==> src/pkt_pkg.sv <==
// Shared packet types, field widths and header constants; import into any packetizer block
`default_nettype none

package pkt_pkg;

   // ----------------------------------------------------------
   // Data types
   // ----------------------------------------------------------

   // One complex sample, I in bits 31..16, Q in bits 15..0
   typedef logic [31:0] sample_t;
   // Output word and sample FIFO payload
   typedef logic [63:0] word_t;
   typedef logic [63:0] pkt_time_t;
   // Packet size in samples, also the header size field in 32-bit units
   typedef logic [13:0] pkt_size_t;
   typedef logic [47:0] burst_count_t;
   typedef logic [31:0] flow_id_t;
   typedef logic [15:0] time_incr_t;
   typedef logic [7:0]  seq_id_t;

   // Packet type opcodes in header bits 63..56
   typedef enum logic [7:0] {
      INT16_COMPLEX     = 8'h10,
      INT16_COMPLEX_EOB = 8'h11
   } pkt_type_t;

   // ----------------------------------------------------------
   // Header and buffer constants
   // ----------------------------------------------------------

   // Header word plus time word, counted in 32-bit units
   localparam pkt_size_t HDR_SIZE_WORDS = 14'd4;

   // tlast flag on top of a sample pair word
   localparam int SAMPLE_ENTRY_W = 65;
   // EOB flag, size field, then timestamp
   localparam int TIME_ENTRY_W = 79;

endpackage

`default_nettype wire
==> src/pkt_ingress_tracker.sv <==
// Ingress side of the packetizer; pairs samples, counts packets and bursts, feeds both FIFOs
`timescale 1ns/1ps
`default_nettype none

module pkt_ingress_tracker (
   input  wire logic                             clk,
   input  wire logic                             rst,
   input  wire logic                             enable,
   input  wire pkt_pkg::sample_t                 in_tdata,
   input  wire logic                             in_tvalid,
   output logic                                  in_tready,
   input  wire pkt_pkg::pkt_time_t               start_time,
   input  wire pkt_pkg::time_incr_t              time_per_pkt,
   input  wire pkt_pkg::pkt_size_t               packet_size,
   input  wire pkt_pkg::burst_count_t            burst_size,
   input  wire logic                             sfifo_not_full,
   input  wire logic                             tfifo_not_full,
   output logic [pkt_pkg::SAMPLE_ENTRY_W-1:0]    sfifo_wr_data,
   output logic                                  sfifo_wr_valid,
   output logic [pkt_pkg::TIME_ENTRY_W-1:0]      tfifo_wr_data,
   output logic                                  tfifo_wr_valid,
   output logic                                  ingress_idle
);

   import pkt_pkg::*;

   typedef enum logic [1:0] {
      IN_IDLE,
      IN_PHASE1,
      IN_PHASE2
   } in_state_t;

   typedef enum logic {
      BURST_NEW,
      BURST_ACTIVE
   } burst_state_t;

   in_state_t    in_state;
   burst_state_t burst_state;

   logic         beat;
   logic         end_of_packet;
   logic         end_of_burst;
   logic         odd_tail;
   // Sample count in the current packet, including the sample on the bus
   pkt_size_t    in_count;
   pkt_size_t    size_field;
   // Samples left in the burst, including the sample on the bus
   burst_count_t burst_left;
   sample_t      hold;
   pkt_time_t    packet_time;
   pkt_time_t    cur_time;

   // Accept only when enabled and both buffers have room
   assign in_tready = enable && sfifo_not_full && tfifo_not_full;
   assign beat      = in_tvalid && in_tready;

   assign end_of_packet = (in_count >= packet_size);
   // Zero burst size never ends a burst
   assign end_of_burst  = (burst_left <= burst_count_t'(packet_size)) && (burst_size != '0);
   // Odd packet closes with an unpaired sample
   assign odd_tail      = end_of_packet && in_count[0];

   assign ingress_idle = (in_state == IN_IDLE) && (burst_state == BURST_NEW);

   // ----------------------------------------------------------
   // Sample pairing and packet counting
   // ----------------------------------------------------------
   always_ff @(posedge clk) begin
      if (rst) begin
         in_state <= IN_IDLE;
         in_count <= 14'd1;
      end else if (beat) begin
         if (end_of_packet) begin
            in_state <= IN_IDLE;
            in_count <= 14'd1;
         end else begin
            // First of a pair goes to the holding register
            in_state <= (in_state == IN_PHASE2) ? IN_PHASE1 : IN_PHASE2;
            in_count <= in_count + 1'b1;
         end
      end
   end

   always_ff @(posedge clk) begin
      if (beat) begin
         hold <= in_tdata;
      end
   end

   // ----------------------------------------------------------
   // Burst tracking
   // ----------------------------------------------------------
   always_ff @(posedge clk) begin
      if (rst) begin
         burst_state <= BURST_NEW;
         burst_left  <= burst_size;
      end else if (!enable) begin
         // Next enable starts a fresh burst
         burst_state <= BURST_NEW;
         burst_left  <= burst_size;
      end else if (beat) begin
         if (burst_size != '0) begin
            burst_left <= burst_left - 1'b1;
         end
         if (burst_left == burst_count_t'(1)) begin
            burst_state <= BURST_NEW;
            burst_left  <= burst_size;
         end else begin
            burst_state <= BURST_ACTIVE;
         end
      end
   end

   // ----------------------------------------------------------
   // Packet timestamp
   // ----------------------------------------------------------
   // Stamp for the packet the current beat belongs to
   always_comb begin
      cur_time = packet_time;
      if (in_state == IN_IDLE) begin
         if (burst_state == BURST_NEW) begin
            cur_time = start_time;
         end else begin
            cur_time = packet_time + pkt_time_t'(time_per_pkt);
         end
      end
   end

   always_ff @(posedge clk) begin
      if (beat) begin
         packet_time <= cur_time;
      end
   end

   // ----------------------------------------------------------
   // FIFO writes
   // ----------------------------------------------------------
   // Earlier sample sits in the upper half
   assign sfifo_wr_data  = {end_of_packet, (odd_tail ? in_tdata : hold), in_tdata};
   assign sfifo_wr_valid = beat && ((in_state == IN_PHASE2) || odd_tail);

   // Size in 32-bit units, header and time included
   assign size_field     = in_count + HDR_SIZE_WORDS;
   assign tfifo_wr_data  = {end_of_burst, size_field, cur_time};
   assign tfifo_wr_valid = beat && end_of_packet;

   // Last sample of a burst must also close a packet
   a_burst_on_packet_end : assert property (@(posedge clk) disable iff (rst)
      (beat && (burst_size != '0) && (burst_left == burst_count_t'(1))) |-> end_of_packet);

endmodule

`default_nettype wire

==> config.mk <==
export PLATFORM = sky130hd
export DESIGN_NAME = pkt_ingress_tracker
export DESIGN_NICKNAME = d
export VERILOG_FILES = /design/src/pkt_pkg.sv /design/src/pkt_ingress_tracker.sv
export SDC_FILE = /design/constraint.sdc
export NUM_CORES = 1
export LEC_CHECK = 0
export BUFFER_PORTS_ARGS = -buffer_cell sky130_fd_sc_hd__buf_2
export CAP_MARGIN = 25
export CORE_ASPECT_RATIO = 1.1
export CORE_MARGIN = 3
export CORE_UTILIZATION = 55
export CTS_CLUSTER_DIAMETER = 80
export DETAILED_ROUTE_END_ITERATION = 12
export GPL_TIMING_DRIVEN = 0
export PLACE_DENSITY = 0.84
export RECOVER_POWER = 25
export SLEW_MARGIN = 15
export SYNTH_ARGS = -nofsm -noshare
export SYNTH_HDL_FRONTEND = slang
export SYNTH_SLANG_ARGS = --single-unit
export TNS_END_PERCENT = 10
==> constraint.sdc <==
create_clock -name clk -period 19.3 [get_ports clk]
set_input_delay 1.93 -clock clk [delete_from_list [all_inputs] [get_ports clk]]
set_output_delay 1.93 -clock clk [all_outputs]
set_load 0.005 [all_outputs]
[Word level (Yosys, flattened, before mapping)]
Index checks and enable logic that the tools add are counted.
Operators by class
  eq/ne operators: 4
  bitwise gates (word level): 2
  order comparisons: 2
  reduce and logical (&&, ||, !) cells: 13
  shift-type cells: 0
  mux-type cells: 12
  divide/modulo/power cells: 0
  $mul: 0
  add/subtract/negate cells: 4
Operators with widths (count)
  two-way mux 48 bit: 5
  two-way mux 64 bit: 2
  adder 64 x 16 -> 64 bit: 1
  equality test 48 x 1 -> 1 bit (second input constant): 1
  less-or-equal comparator 48 x 14 -> 1 bit: 1
  nonzero test 48 bit: 1
  subtractor 48 x 1 -> 48 bit (second input constant): 1
  two-way mux 32 bit: 1
  adder 14 x 1 -> 14 bit (second input constant): 1
  adder 14 x 3 -> 14 bit (second input constant): 1
  >= comparator 14 bit: 1
  two-way mux 14 bit: 1
  logical AND 1 bit: 8
  two-way mux 2 bit: 2
  inequality test 4 x 2 -> 1 bit (second input constant): 1
  inequality test 3 x 2 -> 1 bit (second input constant): 1
  equality test 2 bit (second input constant): 1
  logical NOT 2 bit: 1
  NOT 1 bit: 2
  AND reduction 2 bit: 1
  OR reduction 2 bit: 1
  logical OR 1 bit: 1
  two-way mux 1 bit: 1
Storage, ports and cells
  output and inout bits: 148
  input port bits: 180
  flip-flop bits (word level): 161
  word-level logic and storage cells: 43
  memory bits (read-only): 0
  memories: 0
  RAM bits: 0
  latch bits: 0

[Longest topological paths before layout]
Gate-level depths: netlist of run 1.
  depth after elaboration: 6
  gate-level depth with buffers: 10
  mapped depth without buffers: 9

[Worst setup path after synthesis of run 1]
Ideal clock, no wire load.
  path type: input port to flip-flop
  start point: in tfifo_not_full
  end point: reg burst_left[0], enable pin
  path slack: 10.959 ns
  data arrival time: 7.871 ns
  path buffers: 1
  cell stages on the path: 6
  cells stage by stage: and3_1 nand2_1 inv_1 clkbuf_1 nor2_1 a21oi_1
On the way
  cells in the longest elaborated chain, start to end: 4
Ends and longest elaborated chain
  start, declared: line pkt_ingress_tracker.sv:17  | input wire logic tfifo_not_full,
  logical AND 1 bit: line pkt_ingress_tracker.sv:55  | assign in_tready = enable && sfifo_not_full && tfifo_not_full;
  logical AND 1 bit: line pkt_ingress_tracker.sv:56  | assign beat = in_tvalid && in_tready;
  net beat: line pkt_ingress_tracker.sv:41  | logic beat;
  inequality test 3 x 2 -> 1 bit (no source line)
  AND reduction 2 bit (no source line)
  end signal, assigned: line pkt_ingress_tracker.sv:97  | burst_left <= burst_size;
  end signal, assigned: line pkt_ingress_tracker.sv:101  | burst_left <= burst_size;
  end signal, assigned: line pkt_ingress_tracker.sv:104  | burst_left <= burst_left - 1'b1;
  end, declared: line pkt_ingress_tracker.sv:49  | burst_count_t burst_left;
The timed path passes the listed nets, and every way through them passes these cells.
A chain may end at the register's enable or synchronous reset.

[Worst setup path in the final report of run 1]
  start point: in time_per_pkt[0]
  end point: out tfifo_wr_data[50] (netlist name)
On the way
  cells in the longest elaborated chain, start to end: 3
Ends and longest elaborated chain
  start, declared: line pkt_ingress_tracker.sv:13  | input wire pkt_pkg::time_incr_t time_per_pkt,
  adder 64 x 16 -> 64 bit: line pkt_ingress_tracker.sv:125  | cur_time = packet_time + pkt_time_t'(time_per_pkt);
  two-way mux 64 bit: line pkt_ingress_tracker.sv:122  | if (burst_state == BURST_NEW) begin
  two-way mux 64 bit: line pkt_ingress_tracker.sv:121  | if (in_state == IN_IDLE) begin
  end, declared: line pkt_ingress_tracker.sv:20  | output logic [pkt_pkg::TIME_ENTRY_W-1:0] tfifo_wr_data,
No other way between the ends.

==> flow_metrics.env, run 1 <==
export IMPL_min_path_type="register to register"
export IMPL_final_cells=1817
export IMPL_grt_pass1_wl_um=57800
export IMPL_synthMuxAreaShare_pct=5.67
export IMPL_final_seq_area_mm2=0.00466
export IMPL_synthesis_area_mm2=0.0113
export IMPL_whs_ns=0.499
export IMPL_p_per_area_mw_per_mm2=65.7
export IMPL_fp_dieArea_mm2=0.0224
export IMPL_final_nets=1781
export IMPL_path_class="input pin to output pin"
export IMPL_dpl_cell_count=1785
export IMPL_drive_gt1_share_pct=27.2
export IMPL_initial_core_util_pct=56.6
export IMPL_synth_warning_count=0
export IMPL_grt_ovfl_total=0
export IMPL_wl_um=38600
export IMPL_cts_tree="yes"
export IMPL_first_pass_iters=5
export IMPL_worstSkewPairLatency_ns=0.44
export IMPL_combinationalPowerShare_pct=17.5
export IMPL_syn_inst=1203
export IMPL_numCtsBuffers=17
export IMPL_cts_setup_buffers=0
export IMPL_post_route_util_pct=69.4
export IMPL_max_vdd_ir_drop_mv=0.0607
export IMPL_syn_area_per_cell_um2=9.43
export IMPL_dpl_cell_area_mm2=0.0134
export IMPL_min_period_ns=7.53
export IMPL_skew_ns=0.0141
export IMPL_clock_sinks=161
export IMPL_drc=0
export IMPL_via_per_inst=6.30
export IMPL_synth_fa_ha_area_share_pct=5.47
export IMPL_ys_top_cells_by_count="edfxtp_1, nor2_1, a21oi_1"
export IMPL_yosysTopAreaCell="edfxtp_1"
export IMPL_clockBufferDepth=2
export IMPL_seq_power_share_pct=45.3
export IMPL_p_int_w=0.000643
export IMPL_dp_hpwl_um=28900
export IMPL_die_w_um=143
export IMPL_rsz0062_at_grt="no"
export IMPL_fin_crit_sh_pct=39.0
export IMPL_p_sw_share_pct=29.7
export IMPL_die_h_um=157
export IMPL_grt_max_degree=57
export IMPL_cts_root_buffer="clkbuf_16"
export IMPL_required_ns=17.37
export IMPL_place_gp_congestion=1.01
export IMPL_grt_pass1_vias=10900
export IMPL_fmax_ghz=0.133
export IMPL_end_kind="output pin"
export IMPL_post_cts_resized=0
export IMPL_diodes=0
export IMPL_synth_fp_nets=1432
export IMPL_numPortBuffers=327
export IMPL_yosysMostFrequentCell="edfxtp_1"
export IMPL_placementRows=54
export IMPL_nFillCells=1587
export IMPL_clkPwrFrac_pct=37.2
export IMPL_yosys_area_top_type_share_pct=38.1
export IMPL_htreeDepth=4
export IMPL_status="finished, violations left"
export IMPL_slew_headroom_pct=-107
export IMPL_max_cap_viol_count=1
export IMPL_tightest_slew_ns=3.11
export IMPL_multiInputGateArea_mm2=0.00606
export IMPL_synth_flop_cell="edfxtp_1"
export IMPL_yosysSeqAreaShare_pct=41.1
export IMPL_vias=11400
export IMPL_critPathArrivalTime_ns=5.60
export IMPL_antenna_found_initial=1
export IMPL_synth_async_sr_flop_share_pct=0
export IMPL_slew_viol_final=50
export IMPL_crit_path_start_kind="input pin"
export IMPL_syn_to_final_growth_pct=22.7
export IMPL_yosys_area_share_xor_xnor_pct=5.63
export IMPL_p_switching_w=0.000272
export IMPL_final_cell_area_mm2=0.0139
export IMPL_core_mm2=0.0201
export IMPL_synth_cell_type_count=72
export IMPL_clk_pin_slew_ns=0.07
export IMPL_synth_compound_area_share_pct=14.7
export IMPL_finalSetupViolations=0
export IMPL_pin_count=328
export IMPL_synth_edf_count=144
export IMPL_setup_tns_ns=0
export IMPL_postCtsHoldBufs=0
export IMPL_synth_top_family_by_area="simple AND/OR/NAND/NOR gates"
export IMPL_synth_simple_area_share_pct=21.8
export IMPL_drtIter0Drc=1190
export IMPL_ys_ff_latch=161
export IMPL_violations="max-capacitance violations, max-slew violations"
export IMPL_leakage_nw=5.45
export IMPL_hold_viol=0
export IMPL_track_usage_pct=32.9
export IMPL_synth_top_cells_by_area="edfxtp_1, ha_1, nor2_1"
export IMPL_cp_max_fo=10
export IMPL_avgRoutedWirePerCell_um=21.2
export IMPL_antenna_left=0
## final timing paths
| check | start | endpoint | slack, ns | depth (start not counted) |
|---|---|---|---|---|
| max | time_per_pkt[0] | tfifo_wr_data[50] | 11.77 | 12 |
| min | in_state[0] | in_state[0] | 0.50 | 2 |
| max reg2reg | packet_time[0] | packet_time[50] | 15.28 | 10 |
| min reg2reg | in_state[0] | in_state[0] | 0.50 | 2 |
## sequential cells by signal, indices dropped and copies added (netlist names)
register and flops:
in_state 2, hold 32, in_count 14, packet_time 64, burst_state 1, burst_left 48
## layer usage
layer  GRT usage, %  up-vias  share of wire [%]
li1               -     5225                  -
met1           40.0     5316                 37
met2           56.7      747                 49
met3           6.75      149                9.8
met4           13.9        2                4.3
met5              0        -              0.018
## power groups by stage
stage | combinational, W | sequential [W] | clock (W)
after CTS | 0.000158 | 0.000414 | 0.000342
after global placement | 0.000151 | 0.000422 | 0
after detailed placement | 0.000157 | 0.000421 | 0
final | 0.000160 | 0.000414 | 0.000341
after floorplan | 0.0000865 | 0.000418 | 0
after global routing | 0.000173 | 0.000416 | 0.000356
## cells in the final DEF (no fill, tap or decap), drive strengths merged, types with 22 or more instances in the layout
master / Yosys / final
nand2: 85 / 85
nand3: 53 / 53
clkbuf: 46 / 101
xnor2: 44 / 44
o21ai: 25 / 25
a21oi: 96 / 96
o22ai: 30 / 30
buf: 48 / 340
ha: 48 / 48
mux2i: 26 / 26
and3: 25 / 25
or3: 25 / 25
edfxtp: 144 / 144
nor4: 28 / 28
nand4: 22 / 22
xor2: 29 / 29
mux2: 34 / 34
nor2: 131 / 131
nor3: 45 / 45
inv: 28 / 39
## per-stage QoR
step / power (W) / setup slack, ns
detailed placement: 0.000578 / 11.90
floorplan: 0.000505 / 10.96
finish: 0.000915 / 11.77
global placement: 0.000573 / 8.06
CTS: 0.000914 / 11.90
global route: 0.000946 / 11.65
## area by class of cell
| class | count | share of cell area (%) |
|---|---|---|
| clock buffers | 17 | 3.05 |
| well taps | 252 | 2.26 |
| flip-flops and latches | 161 | 33.5 |
| multi-input cells | 920 | 43.5 |
| plain buffers | 94 | 3.80 |
| repair buffers | 330 | 12.0 |
| clock inverters | 15 | 1.11 |
| inverters | 28 | 0.755 |
## worst max-delay path, stage by stage
cell      delay, ns
buf_2          0.10
ha_1           0.22
fa_1           0.43
a21o_1         0.21
a221oi_1       0.41
o21a_1         0.33
o311ai_4       0.19
a21oi_1        0.69
buf_4          0.34
nor4_1         0.09
nor3_1         0.44
buf_2          0.20
## kinds of logic after synthesis
logic type	count (synthesis)
simple gates	483
compound gates	255
flops	161
buf+inv	122
xor+xnor	73
mux	60
fa+ha+maj	49
Note: power is estimated with default switching activity, not from simulation.
==> run 2, diff against run 1 <==
- CORE_UTILIZATION: 55 -> 53
- PLACE_DENSITY: 0.84 -> 0.81
- clock period: 19.3 -> 7.4 ns (I/O delays scaled with it)
==> flow_metrics.env, run 2 (synthesis gave the netlist of run 1 again) <==
export IMPL_status="finished, violations left"
export IMPL_path_class="input pin to register"
export IMPL_numPortBuffers=327
export IMPL_tightest_slew_ns=3.05
export IMPL_drc=0
export IMPL_largest_reg_flops=64
export IMPL_clk_pin_slew_ns=0.07
export IMPL_via_per_inst=6.16
export IMPL_whs_path_depth=2
export IMPL_wl_um=37600
export IMPL_grt_pass1_wl_um=59000
export IMPL_crit_path_start_kind="input pin"
export IMPL_final_nets=1782
export IMPL_max_vdd_ir_drop_mv=0.171
export IMPL_post_route_util_pct=67.4
export IMPL_finalPower_w=0.00245
export IMPL_critPathArrivalTime_ns=5.73
export IMPL_syn_to_final_growth_pct=23.3
export IMPL_min_path_type="register to register"
export IMPL_hold_path_end="in_state[0]"
export IMPL_grt_ovfl_total=0
export IMPL_drive_gt1_share_pct=27.3
export IMPL_min_from="in_state[0]"
export IMPL_final_common_cell="buf_2"
export IMPL_placementRows=55
export IMPL_postCtsHoldBufs=0
export IMPL_cpMaxStageDelayCell="clkbuf_1"
export IMPL_avgRoutedWirePerCell_um=20.3
export IMPL_skew_ns=0.0104
export IMPL_numCtsBuffers=17
export IMPL_cpPeakStageDelay_ns=2.21
export IMPL_timing_rr_start="packet_time[0]"
export IMPL_pin_count=328
export IMPL_p_per_area_mw_per_mm2=175
export IMPL_die_w_um=146
export IMPL_grt_pass1_vias=11200
export IMPL_antenna_left=0
export IMPL_cts_tree="yes"
export IMPL_end_kind="register"
export IMPL_fp_dieArea_mm2=0.0232
export IMPL_clock_sinks=161
export IMPL_rrSetupSlack_ns=3.32
export IMPL_crit_chain="clkbuf_1, and3_1, nand2_1, inv_1, clkbuf_1, clkbuf_1, nor2_1, a21oi_4, buf_8, buf_16"
export IMPL_leakage_nw=5.46
export IMPL_drtIter0Drc=1221
export IMPL_violations="max-capacitance violations, max-slew violations"
export IMPL_reg2reg_to="packet_time[54]"
export IMPL_fmax_ghz=0.179
export IMPL_vias=11400
export IMPL_reg2reg_depth=10
export IMPL_clockBufferDepth=2
export IMPL_min_period_ns=5.59
export IMPL_fin_crit_sh_pct=75.6
export IMPL_dp_hpwl_um=28700
export IMPL_grt_max_degree=58
export IMPL_fin_ws_ns=1.81
export IMPL_place_ws_ns=2.34
export IMPL_cts_root_buffer="clkbuf_16"
export IMPL_top_register="packet_time"
export IMPL_antenna_found_initial=0
export IMPL_dpl_cell_area_mm2=0.0135
export IMPL_whs_ns=0.488
export IMPL_reg_largest_list="packet_time (64), burst_left (48), hold (32)"
export IMPL_final_cell_mix="buf_2, edfxtp_1, nor2_1, a21oi_1, nand2_1"
export IMPL_first_pass_iters=5
export IMPL_hold_viol=0
export IMPL_max_cap_viol_count=1
export IMPL_cts_setup_buffers=0
export IMPL_worstSkewPairLatency_ns=0.43
export IMPL_slew_headroom_pct=-103
export IMPL_diodes=0
export IMPL_finalSetupViolations=0
export IMPL_htreeDepth=4
export IMPL_core_mm2=0.0208
export IMPL_final_cell_area_mm2=0.0140
export IMPL_initial_core_util_pct=54.6
export IMPL_post_cts_resized=0
export IMPL_cp_max_fo=57
export IMPL_place_gp_congestion=0.987
export IMPL_track_usage_pct=31.3
export IMPL_die_h_um=159
export IMPL_rsz0062_at_grt="no"
export IMPL_required_ns=7.53
export IMPL_slew_viol_final=57
export IMPL_crit_top_cell="clkbuf_1"
==> run 2: changes by cell type in the layout (fill, tap and decap cells not counted), moves of 2 or more <==
cell	before	now
buf_16	3	1
buf_2	295	297
buf_4	35	5
bufinv_16	0	3
clkbuf_1	83	80
clkbuf_4	1	32
clkinv_8	2	0
inv_8	5	2
==> run 2: area by class of cell <==
type                            instances  area [um^2]
Fill cell                            1753         6780
Clock inverter                         14          190
Timing Repair Buffer                  331         1660
Sequential cell                       161         4660
Multi-Input combinational cell        920         6060
Tap cell                              285          357
Buffer                                 94          533
Clock buffer                           17          425
Inverter                               28          105
==> run 2: how the worst max path moves through the flow <==
stage	startpoint	end	slack [ns]	depth (start not counted)
after floorplan	tfifo_not_full	burst_left[0]	0.25	6
after global placement	enable	burst_left[21]	-2.40	7
after detailed placement	time_per_pkt[0]	tfifo_wr_data[54]	2.34	12
after CTS	packet_time[0]	tfifo_wr_data[54]	2.33	11
after global routing	enable	burst_left[13]	1.31	10
final	enable	burst_left[13]	1.81	10
==> run 2: critical path, delay by kind of cell <==
family | cells | cell delay, ns
buf+inv | 6 | 3.68
simple gates | 3 | 0.73
compound gates | 1 | 0.55
==> run 2: routing by layer <==
| metal | vias to the layer above | global-route usage (%) | part of all wire [%] |
|---|---|---|---|
| met5 | - | 0 | 0 |
| met4 | 0 | 14.7 | 4.9 |
| met3 | 137 | 6.89 | 9.7 |
| met2 | 729 | 52.8 | 48 |
| met1 | 5319 | 38.4 | 38 |
| li1 | 5214 | - | - |
==> run 2: where the power goes <==
part / switching, W / leakage (nW) / internal [W] / total [W]
logic: 0.000235 / 3.67 / 0.000180 / 0.000414
registers: 0.0000367 / 1.49 / 0.00104 / 0.00108
clock network: 0.000408 / 0.300 / 0.000543 / 0.000951
==> run 2: stage by stage <==
| step | cells | TNS (ns) |
|---|---|---|
| 6_report | 1850 | 0 |
| 5_1_grt | 1850 | 0 |
| 4_1_cts | 1850 | 0 |
| 3_5_place_dp | 1819 | 0 |
| 3_3_place_gp | 1815 | -115.36 |
| 2_1_floorplan | 1203 | 0 |
==> run 3, diff against run 2 <==
- clock period: 7.4 -> 5.5 ns (I/O delays scaled with it)
==> flow_metrics.env, run 3 (synthesis gave the netlist of run 1 again) <==
export IMPL_status="finished, violations left"
export IMPL_violations="max-capacitance violations, max-slew violations"
export IMPL_vias=11400
export IMPL_place_gp_congestion=0.993
export IMPL_largest_reg_flops=64
export IMPL_skew_ns=0.0167
export IMPL_min_path_type="input pin to register"
export IMPL_p_per_area_mw_per_mm2=233
export IMPL_p_int_w=0.00230
export IMPL_timing_rr_start="packet_time[0]"
export IMPL_crit_chain="ha_1, fa_1, a21o_1, a221oi_1, o21a_1, o311ai_4, a21oi_1, buf_4, nor4_1, nor3b_1, buf_2"
export IMPL_final_cell_mix="buf_2, edfxtp_1, nor2_1, a21oi_1, nand2_1"
export IMPL_required_ns=4.95
export IMPL_numCtsBuffers=17
export IMPL_htreeDepth=4
export IMPL_clock_sinks=161
export IMPL_hold_path_end="hold[30]"
export IMPL_grt_max_degree=76
export IMPL_seq_power_share_pct=44.6
export IMPL_min_period_ns=5.02
export IMPL_grt_pass1_vias=11200
export IMPL_post_route_util_pct=67.3
export IMPL_cts_tree="yes"
export IMPL_tightest_slew_ns=1.97
export IMPL_core_mm2=0.0208
export IMPL_rsz0062_at_grt="no"
export IMPL_avgRoutedWirePerCell_um=20.4
export IMPL_antenna_left=0
export IMPL_combinationalPowerShare_pct=17.2
export IMPL_drive_gt1_share_pct=27.3
export IMPL_clockBufferDepth=2
export IMPL_critPathArrivalTime_ns=4.47
export IMPL_track_usage_pct=31.3
export IMPL_fin_ws_ns=0.477
export IMPL_via_per_inst=6.16
export IMPL_final_cell_area_mm2=0.0140
export IMPL_drtIter0Drc=1349
export IMPL_wl_um=37700
export IMPL_place_ws_ns=0.761
export IMPL_finalSetupViolations=0
export IMPL_top_register="packet_time"
export IMPL_slew_headroom_pct=-31.5
export IMPL_cpMaxStageDelayCell="a21oi_1"
export IMPL_postCtsHoldBufs=0
export IMPL_first_pass_iters=5
export IMPL_max_cap_viol_count=1
export IMPL_grt_ovfl_total=0
export IMPL_leakage_nw=5.45
export IMPL_dpl_cell_area_mm2=0.0134
export IMPL_final_common_cell="buf_2"
export IMPL_syn_to_final_growth_pct=23.3
export IMPL_worstSkewPairLatency_ns=0.44
export IMPL_final_nets=1781
export IMPL_crit_family="compound AO/OA/AOI/OAI gates"
export IMPL_diodes=0
export IMPL_placementRows=55
export IMPL_post_cts_resized=0
export IMPL_reg2reg_depth=10
export IMPL_fp_dieArea_mm2=0.0232
export IMPL_p_sw_share_pct=29.3
export IMPL_min_from="in_tdata[30]"
export IMPL_max_vdd_ir_drop_mv=0.204
export IMPL_cts_setup_buffers=0
export IMPL_path_class="register to output pin"
export IMPL_numPortBuffers=327
export IMPL_grt_pass1_wl_um=58600
export IMPL_slew_viol_final=31
export IMPL_crit_buf_inv=2
export IMPL_cts_root_buffer="clkbuf_16"
export IMPL_fmax_ghz=0.199
export IMPL_initial_core_util_pct=54.6
export IMPL_crit_path_start_kind="register"
export IMPL_pin_count=328
export IMPL_dp_hpwl_um=28600
export IMPL_end_kind="output pin"
export IMPL_cp_max_fo=10
export IMPL_whs_path_depth=1
export IMPL_drc=0
export IMPL_p_switching_w=0.000955
export IMPL_antenna_found_initial=1
export IMPL_fin_crit_sh_pct=91.3
export IMPL_reg2reg_to="packet_time[34]"
export IMPL_clk_pin_slew_ns=0.07
export IMPL_die_w_um=146
export IMPL_cpPeakStageDelay_ns=0.62
export IMPL_whs_ns=0.334
export IMPL_clkPwrFrac_pct=38.2
export IMPL_reg_largest_list="packet_time (64), burst_left (48), hold (32)"
export IMPL_die_h_um=159
export IMPL_rrSetupSlack_ns=1.40
export IMPL_hold_viol=0
[run 3: changes by cell type in the layout (fill, tap and decap cells not counted), sizes merged]
cell / previous run / this run
clkinv: 1 / 4
buf: 313 / 311
bufinv: 3 / 1
clkbuf: 129 / 130
[run 3: worst max-delay path by stage]
stage | end | cells past startpoint | startpoint | slack [ns]
after detailed placement | tfifo_wr_data[34] | 12 | time_per_pkt[0] | 0.76
final | tfifo_wr_data[34] | 11 | packet_time[0] | 0.48
after global placement | burst_left[21] | 7 | sfifo_not_full | -1.82
after global routing | tfifo_wr_data[34] | 11 | packet_time[0] | 0.28
after floorplan | burst_left[0] | 6 | tfifo_not_full | 0.14
after CTS | tfifo_wr_data[34] | 11 | packet_time[0] | 0.57
[run 3: power by group through the flow]
stage | combinational, W | clock, W | sequential [W]
final | 0.000558 | 0.00124 | 0.00145
after detailed placement | 0.000551 | 0 | 0.00148
after floorplan | 0.000303 | 0 | 0.00147
after global routing | 0.000607 | 0.00130 | 0.00146
after CTS | 0.000555 | 0.00125 | 0.00145
after global placement | 0.000533 | 0 | 0.00148
[run 3: worst register-to-register path, cell delays in order (launching register included)]
cell and delay, ns:
edfxtp_1 0.40, ha_1 0.23, fa_1 0.41, a21o_1 0.21, a221oi_1 0.46, o21a_1 0.35, o311ai_4 0.20, a21oi_1 0.62
buf_4 0.33, nor4_1 0.08, nor3b_1 0.52
[run 3: area by class of cell]
cell class | instances | area (um^2)
flip-flops and latches | 161 | 4660
inverters | 28 | 105
clock buffers | 17 | 425
fillers | 1734 | 6790
clock inverters | 15 | 181
plain buffers | 94 | 529
repair buffers | 330 | 1670
well taps | 285 | 357
multi-input cells | 920 | 6060
[run 3: routing by layer]
layer,vias to the layer above,global-route usage (%),routed length [um]
li1,5233,-,-
met1,5286,37.6,14000
met2,727,52.7,18000
met3,155,7.32,3890
met4,2,15.8,1820
met5,-,0,13
[run 3: through the flow]
| step | power (W) | setup TNS [ns] | std cells |
|---|---|---|---|
| 3_5_place_dp | 0.00203 | 0 | 1818 |
| 3_3_place_gp | 0.00201 | -87.16 | 1815 |
| 6_report | 0.00325 | 0 | 1850 |
| 2_1_floorplan | 0.00177 | 0 | 1203 |
| 4_1_cts | 0.00326 | 0 | 1850 |
| 5_1_grt | 0.00336 | 0 | 1850 |
